`src/desPkg.sv`:
```
// DES constant tables and the bit permutations built from them, shared by the cipher datapath
package desPkg;

  //////////////////////////////////////////////////////////////
  // Permutation tables, 1-based DES bit numbers, MSB first
  //////////////////////////////////////////////////////////////

  localparam int ipTable [64] = '{
    58, 50, 42, 34, 26, 18, 10,  2, 60, 52, 44, 36, 28, 20, 12,  4,
    62, 54, 46, 38, 30, 22, 14,  6, 64, 56, 48, 40, 32, 24, 16,  8,
    57, 49, 41, 33, 25, 17,  9,  1, 59, 51, 43, 35, 27, 19, 11,  3,
    61, 53, 45, 37, 29, 21, 13,  5, 63, 55, 47, 39, 31, 23, 15,  7
  };

  localparam int fpTable [64] = '{
    40,  8, 48, 16, 56, 24, 64, 32, 39,  7, 47, 15, 55, 23, 63, 31,
    38,  6, 46, 14, 54, 22, 62, 30, 37,  5, 45, 13, 53, 21, 61, 29,
    36,  4, 44, 12, 52, 20, 60, 28, 35,  3, 43, 11, 51, 19, 59, 27,
    34,  2, 42, 10, 50, 18, 58, 26, 33,  1, 41,  9, 49, 17, 57, 25
  };

  // Parity bits dropped here
  localparam int pc1Table [56] = '{
    57, 49, 41, 33, 25, 17,  9,  1, 58, 50, 42, 34, 26, 18,
    10,  2, 59, 51, 43, 35, 27, 19, 11,  3, 60, 52, 44, 36,
    63, 55, 47, 39, 31, 23, 15,  7, 62, 54, 46, 38, 30, 22,
    14,  6, 61, 53, 45, 37, 29, 21, 13,  5, 28, 20, 12,  4
  };

  localparam int pc2Table [48] = '{
    14, 17, 11, 24,  1,  5,  3, 28, 15,  6, 21, 10, 23, 19, 12,  4,
    26,  8, 16,  7, 27, 20, 13,  2, 41, 52, 31, 37, 47, 55, 30, 40,
    51, 45, 33, 48, 44, 49, 39, 56, 34, 53, 46, 42, 50, 36, 29, 32
  };

  localparam int eTable [48] = '{
    32,  1,  2,  3,  4,  5,  4,  5,  6,  7,  8,  9,  8,  9, 10, 11,
    12, 13, 12, 13, 14, 15, 16, 17, 16, 17, 18, 19, 20, 21, 20, 21,
    22, 23, 24, 25, 24, 25, 26, 27, 28, 29, 28, 29, 30, 31, 32,  1
  };

  localparam int pTable [32] = '{
    16,  7, 20, 21, 29, 12, 28, 17,  1, 15, 23, 26,  5, 18, 31, 10,
     2,  8, 24, 14, 32, 27,  3,  9, 19, 13, 30,  6, 22, 11,  4, 25
  };

  //////////////////////////////////////////////////////////////
  // S-boxes, indexed by row * 16 + column
  //////////////////////////////////////////////////////////////

  localparam int sBoxTable [8][64] = '{
    '{14,  4, 13,  1,  2, 15, 11,  8,  3, 10,  6, 12,  5,  9,  0,  7,
       0, 15,  7,  4, 14,  2, 13,  1, 10,  6, 12, 11,  9,  5,  3,  8,
       4,  1, 14,  8, 13,  6,  2, 11, 15, 12,  9,  7,  3, 10,  5,  0,
      15, 12,  8,  2,  4,  9,  1,  7,  5, 11,  3, 14, 10,  0,  6, 13},
    '{15,  1,  8, 14,  6, 11,  3,  4,  9,  7,  2, 13, 12,  0,  5, 10,
       3, 13,  4,  7, 15,  2,  8, 14, 12,  0,  1, 10,  6,  9, 11,  5,
       0, 14,  7, 11, 10,  4, 13,  1,  5,  8, 12,  6,  9,  3,  2, 15,
      13,  8, 10,  1,  3, 15,  4,  2, 11,  6,  7, 12,  0,  5, 14,  9},
    '{10,  0,  9, 14,  6,  3, 15,  5,  1, 13, 12,  7, 11,  4,  2,  8,
      13,  7,  0,  9,  3,  4,  6, 10,  2,  8,  5, 14, 12, 11, 15,  1,
      13,  6,  4,  9,  8, 15,  3,  0, 11,  1,  2, 12,  5, 10, 14,  7,
       1, 10, 13,  0,  6,  9,  8,  7,  4, 15, 14,  3, 11,  5,  2, 12},
    '{ 7, 13, 14,  3,  0,  6,  9, 10,  1,  2,  8,  5, 11, 12,  4, 15,
      13,  8, 11,  5,  6, 15,  0,  3,  4,  7,  2, 12,  1, 10, 14,  9,
      10,  6,  9,  0, 12, 11,  7, 13, 15,  1,  3, 14,  5,  2,  8,  4,
       3, 15,  0,  6, 10,  1, 13,  8,  9,  4,  5, 11, 12,  7,  2, 14},
    '{ 2, 12,  4,  1,  7, 10, 11,  6,  8,  5,  3, 15, 13,  0, 14,  9,
      14, 11,  2, 12,  4,  7, 13,  1,  5,  0, 15, 10,  3,  9,  8,  6,
       4,  2,  1, 11, 10, 13,  7,  8, 15,  9, 12,  5,  6,  3,  0, 14,
      11,  8, 12,  7,  1, 14,  2, 13,  6, 15,  0,  9, 10,  4,  5,  3},
    '{12,  1, 10, 15,  9,  2,  6,  8,  0, 13,  3,  4, 14,  7,  5, 11,
      10, 15,  4,  2,  7, 12,  9,  5,  6,  1, 13, 14,  0, 11,  3,  8,
       9, 14, 15,  5,  2,  8, 12,  3,  7,  0,  4, 10,  1, 13, 11,  6,
       4,  3,  2, 12,  9,  5, 15, 10, 11, 14,  1,  7,  6,  0,  8, 13},
    '{ 4, 11,  2, 14, 15,  0,  8, 13,  3, 12,  9,  7,  5, 10,  6,  1,
      13,  0, 11,  7,  4,  9,  1, 10, 14,  3,  5, 12,  2, 15,  8,  6,
       1,  4, 11, 13, 12,  3,  7, 14, 10, 15,  6,  8,  0,  5,  9,  2,
       6, 11, 13,  8,  1,  4, 10,  7,  9,  5,  0, 15, 14,  2,  3, 12},
    '{13,  2,  8,  4,  6, 15, 11,  1, 10,  9,  3, 14,  5,  0, 12,  7,
       1, 15, 13,  8, 10,  3,  7,  4, 12,  5,  6, 11,  0, 14,  9,  2,
       7, 11,  4,  1,  9, 12, 14,  2,  0,  6, 10, 13, 15,  3,  5,  8,
       2,  1, 14,  7,  4, 10,  8, 13, 15, 12,  9,  0,  3,  5,  6, 11}
  };

  // DES bit n sits at vector index width - n

  function automatic logic [63:0] initialPerm(input logic [63:0] a);
    logic [63:0] r;
    for (int i = 0; i < 64; i++)
      r[63 - i] = a[64 - ipTable[i]];
    return r;
  endfunction

  function automatic logic [63:0] finalPerm(input logic [63:0] a);
    logic [63:0] r;
    for (int i = 0; i < 64; i++)
      r[63 - i] = a[64 - fpTable[i]];
    return r;
  endfunction

  function automatic logic [55:0] permChoice1(input logic [63:0] a);
    logic [55:0] r;
    for (int i = 0; i < 56; i++)
      r[55 - i] = a[64 - pc1Table[i]];
    return r;
  endfunction

  function automatic logic [47:0] permChoice2(input logic [55:0] a);
    logic [47:0] r;
    for (int i = 0; i < 48; i++)
      r[47 - i] = a[56 - pc2Table[i]];
    return r;
  endfunction

  function automatic logic [47:0] expand(input logic [31:0] a);
    logic [47:0] r;
    for (int i = 0; i < 48; i++)
      r[47 - i] = a[32 - eTable[i]];
    return r;
  endfunction

endpackage

```
`src/tdeaPkg.sv`:
```
// TDEA core widths, block types and FSM, mode and pass encodings used across the core
package tdeaPkg;

  localparam int BlockW        = 64;
  localparam int CdKeyW        = 56;
  localparam int SubkeyW       = 48;
  localparam int HalfW         = 32;
  localparam int RoundsPerPass = 16;

  typedef logic [BlockW-1:0]        blockT;     // Data or raw key
  typedef logic [CdKeyW-1:0]        cdKeyT;     // C in upper half, D in lower
  typedef logic [SubkeyW-1:0]       subkeyT;
  typedef logic [HalfW-1:0]         halfT;
  typedef logic [RoundsPerPass-1:0] roundRingT; // Bit 0 is round 1

  typedef enum logic {
    ModeEnc = 1'b0,
    ModeDec = 1'b1
  } cryptModeT;

  // Also the key slot number
  typedef enum logic [1:0] {
    Pass1 = 2'd0,
    Pass2 = 2'd1,
    Pass3 = 2'd2
  } passT;

  typedef enum logic [2:0] {
    StIdle    = 3'b000,
    StKeyGet1 = 3'b001,
    StKeyGet2 = 3'b010,
    StDes1    = 3'b100,
    StDes2    = 3'b110,
    StDes3    = 3'b111
  } tdeaStateT;

endpackage

```
`src/sBoxLayer.sv`:
```
// DES round function back end: eight S-box lookups then the P permutation, purely combinational
`timescale 1ns/1ns

module sBoxLayer (
  input  tdeaPkg::subkeyT sBoxIn,
  output tdeaPkg::halfT   fOut
);
  import desPkg::*;
  import tdeaPkg::*;

  halfT       sOut;
  logic [5:0] chunk;

  // Outer bits pick the row, inner four the column
  always_comb begin
    chunk = '0;
    sOut  = '0;
    for (int b = 0; b < 8; b++) begin
      chunk = sBoxIn[47 - 6*b -: 6];
      sOut[31 - 4*b -: 4] = 4'(sBoxTable[b][{chunk[5], chunk[0], chunk[4:1]}]);
    end
  end

  always_comb begin
    fOut = '0;
    for (int i = 0; i < 32; i++)
      fOut[31 - i] = sOut[32 - pTable[i]];
  end

endmodule

```
`src/keySchedule.sv`:
```
// TDEA key store and on-the-fly subkey generator, mixes the round subkey into the E output
`timescale 1ns/1ns

module keySchedule (
  input  logic               CLK,
  input  logic               RSTn,
  input  logic               EN,
  input  tdeaPkg::blockT     Kin,
  input  logic               keyLoad,
  input  tdeaPkg::passT      loadSlot,
  input  tdeaPkg::cryptModeT EncDec,
  input  logic               roundEn,
  input  tdeaPkg::passT      pass,
  input  tdeaPkg::roundRingT roundRing,
  input  tdeaPkg::subkeyT    expanded,
  output tdeaPkg::subkeyT    sBoxIn
);
  import desPkg::*;
  import tdeaPkg::*;

  cdKeyT keyReg [3];   // One C/D state per pass
  cdKeyT curKey;
  cdKeyT rotKey;
  logic  toLeft;
  logic  byTwo;

  function automatic cdKeyT rotateCd(input cdKeyT k, input logic left, input logic two);
    logic [27:0] c;
    logic [27:0] d;
    cdKeyT       r;
    c = k[55:28];
    d = k[27:0];
    if (left && two)
      r = {c[25:0], c[27:26], d[25:0], d[27:26]};
    else if (left)
      r = {c[26:0], c[27], d[26:0], d[27]};
    else if (two)
      r = {c[1:0], c[27:2], d[1:0], d[27:2]};
    else
      r = {c[0], c[27:1], d[0], d[27:1]};
    return r;
  endfunction

  //////////////////////////////////////////////////////////////
  // Rotation control
  //////////////////////////////////////////////////////////////

  // Middle pass runs the other direction (E-D-E / D-E-D)
  assign toLeft = (EncDec == ModeEnc) ^ (pass == Pass2);

  // Single-bit rounds differ between forward and reverse order
  assign byTwo = toLeft ? !(roundRing[0] | roundRing[1] | roundRing[8] | roundRing[15])
                        : !(roundRing[0] | roundRing[7] | roundRing[14] | roundRing[15]);

  assign curKey = keyReg[pass];
  assign rotKey = rotateCd(curKey, toLeft, byTwo);

  // Forward uses the shifted key, reverse the one before the shift
  assign sBoxIn = expanded ^ permChoice2(toLeft ? rotKey : curKey);

  always_ff @(posedge CLK) begin
    if (!RSTn) begin
      for (int s = 0; s < 3; s++)
        keyReg[s] <= '0;
    end else if (EN) begin
      if (keyLoad)
        keyReg[loadSlot] <= permChoice1(Kin);
      else if (roundEn)
        keyReg[pass] <= rotKey;   // Back to the loaded value after 16 rounds
    end
  end

  // Loading and running overlap only if the FSM decode is broken
  assert property (@(posedge CLK) disable iff (!RSTn) !(keyLoad && roundEn));

endmodule

```
`src/tdeaControl.sv`:
```
// TDEA sequencer: key load and three-pass FSM, round ring counter and the BSY/Kvld/Dvld strobes
`timescale 1ns/1ns

module tdeaControl (
  input  logic               CLK,
  input  logic               RSTn,
  input  logic               EN,
  input  logic               Krdy,
  input  logic               Drdy,
  input  tdeaPkg::cryptModeT EncDec,
  output logic               keyLoad,
  output tdeaPkg::passT      loadSlot,
  output logic               dataLoad,
  output logic               roundEn,
  output logic               lastRound,
  output tdeaPkg::passT      pass,
  output tdeaPkg::roundRingT roundRing,
  output logic               BSY,
  output logic               Kvld,
  output logic               Dvld
);
  import tdeaPkg::*;

  tdeaStateT state;
  logic      inKeyState;

  assign inKeyState = (state == StIdle) || (state == StKeyGet1) || (state == StKeyGet2);
  assign keyLoad    = inKeyState && Krdy;   // Key wins over data in idle
  assign dataLoad   = (state == StIdle) && Drdy && !Krdy;
  assign roundEn    = state[2];             // All DES states
  assign lastRound  = roundRing[RoundsPerPass-1];
  assign BSY        = (state != StIdle);

  // Decrypt fills the slots in reverse
  always_comb begin
    case (state)
      StKeyGet1: loadSlot = Pass2;
      StKeyGet2: loadSlot = (EncDec == ModeEnc) ? Pass3 : Pass1;
      default:   loadSlot = (EncDec == ModeEnc) ? Pass1 : Pass3;
    endcase
  end

  always_comb begin
    case (state)
      StDes2:  pass = Pass2;
      StDes3:  pass = Pass3;
      default: pass = Pass1;
    endcase
  end

  //////////////////////////////////////////////////////////////
  // FSM and round counter
  //////////////////////////////////////////////////////////////

  always_ff @(posedge CLK) begin
    if (!RSTn) begin
      state     <= StIdle;
      roundRing <= roundRingT'(1);
    end else if (EN) begin
      if (roundEn)
        roundRing <= {roundRing[RoundsPerPass-2:0], roundRing[RoundsPerPass-1]};
      case (state)
        StIdle: begin
          if (Krdy)
            state <= StKeyGet1;
          else if (Drdy)
            state <= StDes1;
        end
        StKeyGet1: if (Krdy) state <= StKeyGet2;
        StKeyGet2: if (Krdy) state <= StIdle;
        StDes1:    if (lastRound) state <= StDes2;
        StDes2:    if (lastRound) state <= StDes3;
        StDes3:    if (lastRound) state <= StIdle;
        default:   state <= StIdle;
      endcase
    end
  end

  // One-cycle strobes
  always_ff @(posedge CLK) begin
    if (!RSTn) begin
      Kvld <= 1'b0;
      Dvld <= 1'b0;
    end else if (EN) begin
      Kvld <= (state == StKeyGet2) && Krdy;
      Dvld <= (state == StDes3) && lastRound;
    end
  end

  assert property (@(posedge CLK) disable iff (!RSTn) $onehot(roundRing));

  // Key loading and a block finishing are separate operations
  assert property (@(posedge CLK) disable iff (!RSTn) !(Kvld && Dvld));

endmodule

```
`src/desDatapath.sv`:
```
// Feistel data register for the iterative TDEA core: IP on load, one round per cycle, FP out
`timescale 1ns/1ns

module desDatapath (
  input  logic            CLK,
  input  logic            RSTn,
  input  logic            EN,
  input  tdeaPkg::blockT  Din,
  input  logic            dataLoad,
  input  logic            roundEn,
  input  logic            lastRound,
  input  tdeaPkg::halfT   fOut,
  output tdeaPkg::subkeyT expanded,
  output tdeaPkg::blockT  Dout
);
  import desPkg::*;
  import tdeaPkg::*;

  blockT dataReg;   // L in upper half, R in lower
  halfT  leftHalf;
  halfT  rightHalf;
  halfT  newRight;

  assign leftHalf  = dataReg[63:32];
  assign rightHalf = dataReg[31:0];
  assign newRight  = leftHalf ^ fOut;

  assign expanded = expand(rightHalf);
  assign Dout     = finalPerm(dataReg);   // Valid once the last pass ends

  always_ff @(posedge CLK) begin
    if (!RSTn) begin
      dataReg <= '0;
    end else if (EN) begin
      if (dataLoad) begin
        dataReg <= initialPerm(Din);
      end else if (roundEn) begin
        // No half swap after round 16 of each pass
        if (lastRound)
          dataReg <= {newRight, rightHalf};
        else
          dataReg <= {rightHalf, newRight};
      end
    end
  end

endmodule

```
`src/tdeaCore.sv`:
```
// Iterative Triple-DES core top: sequencer, key schedule, Feistel datapath and S-box layer
`timescale 1ns/1ns

module tdeaCore (
  input  logic               CLK,
  input  logic               RSTn,
  input  logic               EN,
  input  logic               Krdy,
  input  logic               Drdy,
  input  tdeaPkg::cryptModeT EncDec,
  input  tdeaPkg::blockT     Kin,
  input  tdeaPkg::blockT     Din,
  output tdeaPkg::blockT     Dout,
  output logic               BSY,
  output logic               Kvld,
  output logic               Dvld
);
  import tdeaPkg::*;

  logic      keyLoad;
  passT      loadSlot;
  logic      dataLoad;
  logic      roundEn;
  logic      lastRound;
  passT      pass;
  roundRingT roundRing;
  subkeyT    expanded;   // E(R) from the datapath
  subkeyT    sBoxIn;     // E(R) xor subkey
  halfT      fOut;

  tdeaControl ctrl0 (
    .CLK, .RSTn, .EN, .Krdy, .Drdy, .EncDec,
    .keyLoad, .loadSlot, .dataLoad, .roundEn, .lastRound,
    .pass, .roundRing, .BSY, .Kvld, .Dvld
  );

  keySchedule keys0 (
    .CLK, .RSTn, .EN, .Kin, .keyLoad, .loadSlot, .EncDec,
    .roundEn, .pass, .roundRing, .expanded, .sBoxIn
  );

  desDatapath data0 (
    .CLK, .RSTn, .EN, .Din, .dataLoad, .roundEn, .lastRound,
    .fOut, .expanded, .Dout
  );

  sBoxLayer sbox0 (
    .sBoxIn,
    .fOut
  );

endmodule

```
`config.mk`:
```
export PLATFORM = sky130hd
export DESIGN_NAME = tdeaCore
export DESIGN_NICKNAME = d
export VERILOG_FILES = /design/src/desPkg.sv /design/src/tdeaPkg.sv /design/src/sBoxLayer.sv /design/src/keySchedule.sv /design/src/tdeaControl.sv /design/src/desDatapath.sv /design/src/tdeaCore.sv
export SDC_FILE = /design/constraint.sdc
export NUM_CORES = 1
export LEC_CHECK = 0
export ABC_AREA = 1
export BUFFER_PORTS_ARGS = -buffer_cell sky130_fd_sc_hd__buf_2
export CAP_MARGIN = 10
export CORE_MARGIN = 8
export CORE_UTILIZATION = 30
export CTS_BUF_LIST = sky130_fd_sc_hd__clkbuf_4 sky130_fd_sc_hd__clkbuf_8
export CTS_CLUSTER_SIZE = 20
export DETAILED_ROUTE_END_ITERATION = 6
export PLACE_DENSITY = 0.57
export SYNTH_ARGS = -nofsm -noshare
export SYNTH_HDL_FRONTEND = slang
export SYNTH_SLANG_ARGS = --single-unit
```
`constraint.sdc`:
```
create_clock -name CLK -period 3.9 [get_ports CLK]
set_input_delay 0.78 -clock CLK [delete_from_list [all_inputs] [get_ports CLK]]
set_output_delay 0.78 -clock CLK [all_outputs]
set_load 0.005 [all_outputs]
```
==> results of run 1 <==
## logic make-up after synthesis
family,synth area share (%)
flip-flops,33.5
XOR/XNOR,1.37
AO/OA/AOI/OAI,14.6
buffers and inverters,9.33
adder cells (fa/ha/maj),3.66
AND/OR/NAND/NOR,37.5
## layout make-up
type / count / share of cell area, %
clock buffers: 65 / 3.45
inverters: 295 / 4.86
repair buffers: 264 / 6.95
multi-input cells: 2258 / 50.1
well taps: 873 / 4.74
clock inverters: 14 / 0.587
flip-flops and latches: 253 / 29.3
## sequential cells by signal, summed over array words and instances (netlist names)
register         count
ctrl0.roundRing     16
ctrl0.Kvld           1
ctrl0.state          3
ctrl0.Dvld           1
data0.dataReg       64
keys0.keyReg       168
## cells in the mapped netlist (16+ instances only)
master	number	area, um^2
nand4_1	49	307
dfxtp_1	85	1700
o211ai_1	26	195
o2111ai_1	22	193
o21ai_0	146	731
edfxtp_1	168	5040
ha_1	59	738
o21ai_1	28	140
nand2_1	900	3380
clkbuf_1	70	263
nand3_1	407	2040
nand2_2	43	269
buf_4	21	158
buf_2	26	130
nand3_2	16	160
a21oi_1	125	626
nor2_1	270	1010
inv_2	36	135
inv_1	253	950
a221oi_1	33	289
## final timing paths
path | slack (ns) | cells past startpoint | to | from
min | 0.43 | 3 | data0.dataReg[21]$_SDFFE_PN0P_ | Din[21]
max reg2reg | 0.28 | 20 | data0.dataReg[0]$_SDFFE_PN0P_ | ctrl0.state[1]$_SDFFE_PN0P_
max | 0.28 | 20 | data0.dataReg[0]$_SDFFE_PN0P_ | ctrl0.state[1]$_SDFFE_PN0P_
min reg2reg | 0.46 | 2 | ctrl0.Dvld$_SDFFE_PN0P_ | ctrl0.Dvld$_SDFFE_PN0P_
## routing by layer
layer / wire [um] / vias up / part of all wire, %
met3: 5370 / 119 / 7.0
met5: 13 / - / 0.017
met4: 2510 / 2 / 3.3
li1: - / 10211 / -
met1: 33700 / 9723 / 44
met2: 35200 / 768 / 46
## worst max-delay path: stages (launching register included)
cell	delay, ns
dfxtp_1	0.57
nand2_4	0.13
inv_6	0.19
nand2_8	0.27
o21ai_1	0.37
nand2_1	0.16
nand3_1	0.11
nand2_1	0.06
nand2_2	0.23
inv_2	0.13
ha_1	0.22
or2_2	0.28
nand2_1	0.07
nand3_1	0.14
nand2_1	0.10
nand2_1	0.05
nand3_1	0.13
nand2_1	0.06
nand2_1	0.07
nand3_1	0.07
a21oi_1	0.15
## where the power goes
group	switching, mW	total, mW	leakage [nW]	internal [mW]
Clock	1.20	2.65	0.495	1.45
Combinational	5.19	7.59	7.88	2.40
Sequential	0.357	3.57	2.44	3.22
Total	6.74	13.8	10.8	7.07
## through the flow
stage                     instance area [um^2]  hold slack, ns  worst slack [ns]  std cells  total power [mW]
after global routing                     23000           0.412            0.0395       4022              14.9
after global placement                   22100           0.453             0.311       3943              11.2
final                                    23000           0.433             0.284       4022              13.8
after floorplan                          20100           0.450             0.261       2949              8.97
after CTS                                23000           0.387             0.295       4022              13.8
after detailed placement                 22100           0.454             0.282       3943              11.1
==> metrics, run 1 <==
initial drt markers=around 1.9k; setup repair after global routing missed its margin=no; global-route wire length before repair=116 mm; die area=75700 um^2; setup repair bufs after CTS=0; Primary FF master, synth=edfxtp_1; setup violators final=0; Chip Width=275 um; worst-case clock buffer depth=3; routed length per placed instance=19.1 um; drt first pass iters=5; Startpoint Class=flop; Root Buffer=clkbuf_8; peak supply drop=0.211 mV; multi-input logic area=11500 um^2; layout cells sized above 1=16.6%; Ports=201; register bit total from synthesis=253; Initial Util=around 30%; Mapped Nets=3142; initial antenna violation count=4; most used routing layer=met2; row count=95; commonest non-fill, non-tap cell in the layout=nand2_1; sequential share of the synthesized area=33.5%; Unique masters post-synth=62; Final Cycle Share=92.7%; DR vias=between 20k and 25k; Critical Path End Type=flop; max cap viols=0; clk sinks=253; outcome=completed; hold buffer count at CTS=0; Antenna Violating Nets Remaining=0; post-DP HPWL=between 50 and 60 mm; Worst Clk Skew=0.0429 ns; FMAX=277 MHz; fillers=7294; DRC errors left=0; die span in y=around 280 um; Clock Latency Late Sink=0.63 ns; Port Buffers=192; PD cells=between 500 and 600 nW/um^2; H-tree Lvls=2; HP Class=in -> reg; most frequent cells in the layout=nand2_1, nand3_1, nor2_1, inv_1, buf_2; Synth Warn #=0; Critical Path RT=4.46 ns; Max-slew headroom=around 42%; Max FO, Critical Path=36; number of max-slew violations in the final report=0; Util after Layout=34.5%; total track usage=between 10% and 20%; worst slew pin tran=~0.87 ns; met1 usage=26.2%; GRT overflow=0; CP arrival=4.17 ns; M2 GR Usage=31.9%; cts repair resizes=0; Post-Synthesis Cell Area=20100 um^2; CTS buffer count=between 40 and 50; Lkg Pwr=around 11 nW; gate count of the mapped netlist=2949; Vias per Instance=5.18; Avg Synthesized Cell Area=6.83 um^2; Setup Crit Path Kind=reg -> reg; Post-synth EDFFs=168; Core Footprint=66800 um^2; register area=6750 um^2; vias in the first global route=roughly 19k; met3 GRT Util=3.12%; Worst-path clk slew=0.07 ns; ant diodes=0; Async SR Flop Fraction=0%; Final Hold Fails=0; area delta synth->final=14.3%; Final GP Congestion=0.976; TritonCTS clock tree=yes; Setup TNS Final=0 ns; min cycle time layout=around 3.6 ns; drt total wl=76.8 mm; NumNets Final=3311; largest net degree at the start of global routing=86
Note: power is estimated with default switching activity, not from simulation.
==> inputs of run 2 (changes only) <==
CTS_CLUSTER_DIAMETER = 100   (was not set)
MAX_ROUTING_LAYER = met4   (was not set)
PLACE_DENSITY = 0.5   (was 0.57)
==> metrics, run 2 (synthesized netlist as in run 1, its figures left out) <==
Final Hold Fails=0; DRC errors left=0; Initial Util=30.2%; drt total wl=79.2 mm; Worst-path clk slew=0.13 ns; Lkg Pwr=10.7 nW; Final Cycle Share=roughly nine tenths; Setup Crit Path Kind=reg -> reg; Critical Path End Type=flop; post-DP HPWL=59.2 mm; global-route wire length before repair=approximately 120 mm; total track usage=20.8%; row count=95; vias in the first global route=roughly 19k; Critical Path RT=4.47 ns; HP Class=in -> reg; number of max-slew violations in the final report=0; final non-filler cell total=3998; FMAX=288 MHz; hold buffer count at CTS=0; Antenna Violating Nets Remaining=0; Min-Delay Endpoint=data0.dataReg[14]$_SDFFE_PN0P_; CTS buffer count=21; Top reg by flops=keys0.keyReg; crit-path cells=nand2_4 -> inv_6 -> nand2_8 -> buf_4 -> o21ai_2 -> nand2_1 -> nand3_2 -> nand2_1 -> nand2_1 -> nand2_1 -> nand3_1 -> nand2_1 -> nand2_1 -> nand3_1 -> nand3_1 -> nand3_1 -> a21oi_1; Chip Width=~280 um; area delta synth->final=13.0%; Max FO, Critical Path=30; max cap viols=0; Vias per Instance=about 5.2; Slowest cell on crit path=dfxtp_1; GRT overflow=0; setup repair bufs after CTS=0; Root Buffer=clkbuf_8; initial drt markers=1781; commonest non-fill, non-tap cell in the layout=nand2_1; worst slew pin tran=just over 0.8 ns; TritonCTS clock tree=yes; H-tree Lvls=1; ant diodes=0; drt first pass iters=7; Largest register FFs=168; min-delay src=Din[11]; peak supply drop=0.228 mV; PD cells=576 nW/um^2; FF-to-FF End=data0.dataReg[62]$_SDFFE_PN0P_; Worst Clk Skew=0.0407 ns; cts repair resizes=0; most frequent cells in the layout=nand2_1, nand3_1, nor2_1, inv_1, buf_2; Final GP Congestion=between 0.9 and 1; worst-case clock buffer depth=3; outcome=completed; layout cells sized above 1=16.1%; worst stage delay on the critical path=0.40 ns; Critical R2R Launch=ctrl0.state[1]$_SDFFE_PN0P_; Startpoint Class=flop; Ports=roughly 200; largest net degree at the start of global routing=between 80 and 90; DR vias=a little over 20k; Setup TNS Final=0 ns; CP arrival=4.04 ns; initial antenna violation count=1; routed length per placed instance=19.8 um; Max-slew headroom=44.8%; setup repair after global routing missed its margin=no; die area=75700 um^2; clk sinks=253; flop2flop setup slack=approximately 0.43 ns; Clock Latency Late Sink=0.64 ns; min cycle time layout=around 3.5 ns; NumNets Final=3303; CP dominant cell by count=nand2_1; placed cells=3960; FF-to-FF path depth=17; setup violators final=0; die span in y=275 um; Core Footprint=66800 um^2; hold path depth=3; largest registers=keys0.keyReg x168, data0.dataReg x64, ctrl0.roundRing x16; Port Buffers=between 150 and 200
## run 2: cell types whose count changed in the layout (fill, tap and decap cells not counted), sizes merged
cell,change
bufinv,+1
buf,+17
clkinvlp,+1
inv,+4
clkinv,-5
clkbuf,-42
## run 2: area by class of cell
| type | instances | area [um^2] |
|---|---|---|
| clock buffers | 23 | 304 |
| flip-flops and latches | 253 | 6750 |
| fillers | 7355 | 44000 |
| repair buffers | 281 | 1750 |
| multi-input cells | 2258 | 11600 |
| inverters | 295 | 1120 |
| well taps | 873 | 1090 |
| clock inverters | 15 | 190 |
## run 2: power breakdown
| part | internal, mW | switching (mW) | total [mW] | leakage, nW |
|---|---|---|---|---|
| logic | 2.47 | 5.28 | 7.75 | 7.98 |
| clock network | 0.693 | 1.14 | 1.83 | 0.260 |
| registers | 3.21 | 0.335 | 3.54 | 2.44 |
## run 2: routing by layer
metal	vias to the layer above	share of wire, %	global-route usage, %
met5	-	0	-
met4	0	2.5	4.70
met3	87	5.6	2.38
met2	654	46	33.4
met1	9799	46	28.0
li1	10193	-	-
## run 2: metrics by stage
step	setup slack, ns	instance area [um^2]	hold WS, ns	utilization (%)	total power [mW]
final	0.430	22800	0.420	34.1	13.1
after global routing	0.108	22800	0.406	34.1	14.3
after CTS	0.442	22800	0.384	34.1	13.1
after detailed placement	0.117	22300	0.467	33.3	11.3
after global placement	0.0980	22300	0.457	33.3	11.3
after floorplan	0.261	20100	0.450	-	8.97
## run 2: worst max-delay path, delay by kind of cell (launching register included)
| family | cells | cell delay [ns] |
|---|---|---|
| AND/OR/NAND/NOR | 13 | 2.04 |
| buffers and inverters | 2 | 0.47 |
| AO/OA/AOI/OAI | 2 | 0.47 |
| flip-flops | 1 | 0.40 |
## run 2: worst max-delay path by stage
stage | from | to | cells past startpoint
6_report | ctrl0.state[1]$_SDFFE_PN0P_ | data0.dataReg[62]$_SDFFE_PN0P_ | 17
5_1_grt | ctrl0.state[2]$_SDFFE_PN0P_ | data0.dataReg[47]$_SDFFE_PN0P_ | 23
4_1_cts | ctrl0.state[2]$_SDFFE_PN0P_ | data0.dataReg[47]$_SDFFE_PN0P_ | 23
3_5_place_dp | EncDec | data0.dataReg[34]$_SDFFE_PN0P_ | 19
3_3_place_gp | EncDec | data0.dataReg[34]$_SDFFE_PN0P_ | 19
2_1_floorplan | RSTn | keys0.keyReg[0][0]$_SDFFCE_PN0P_ | 8
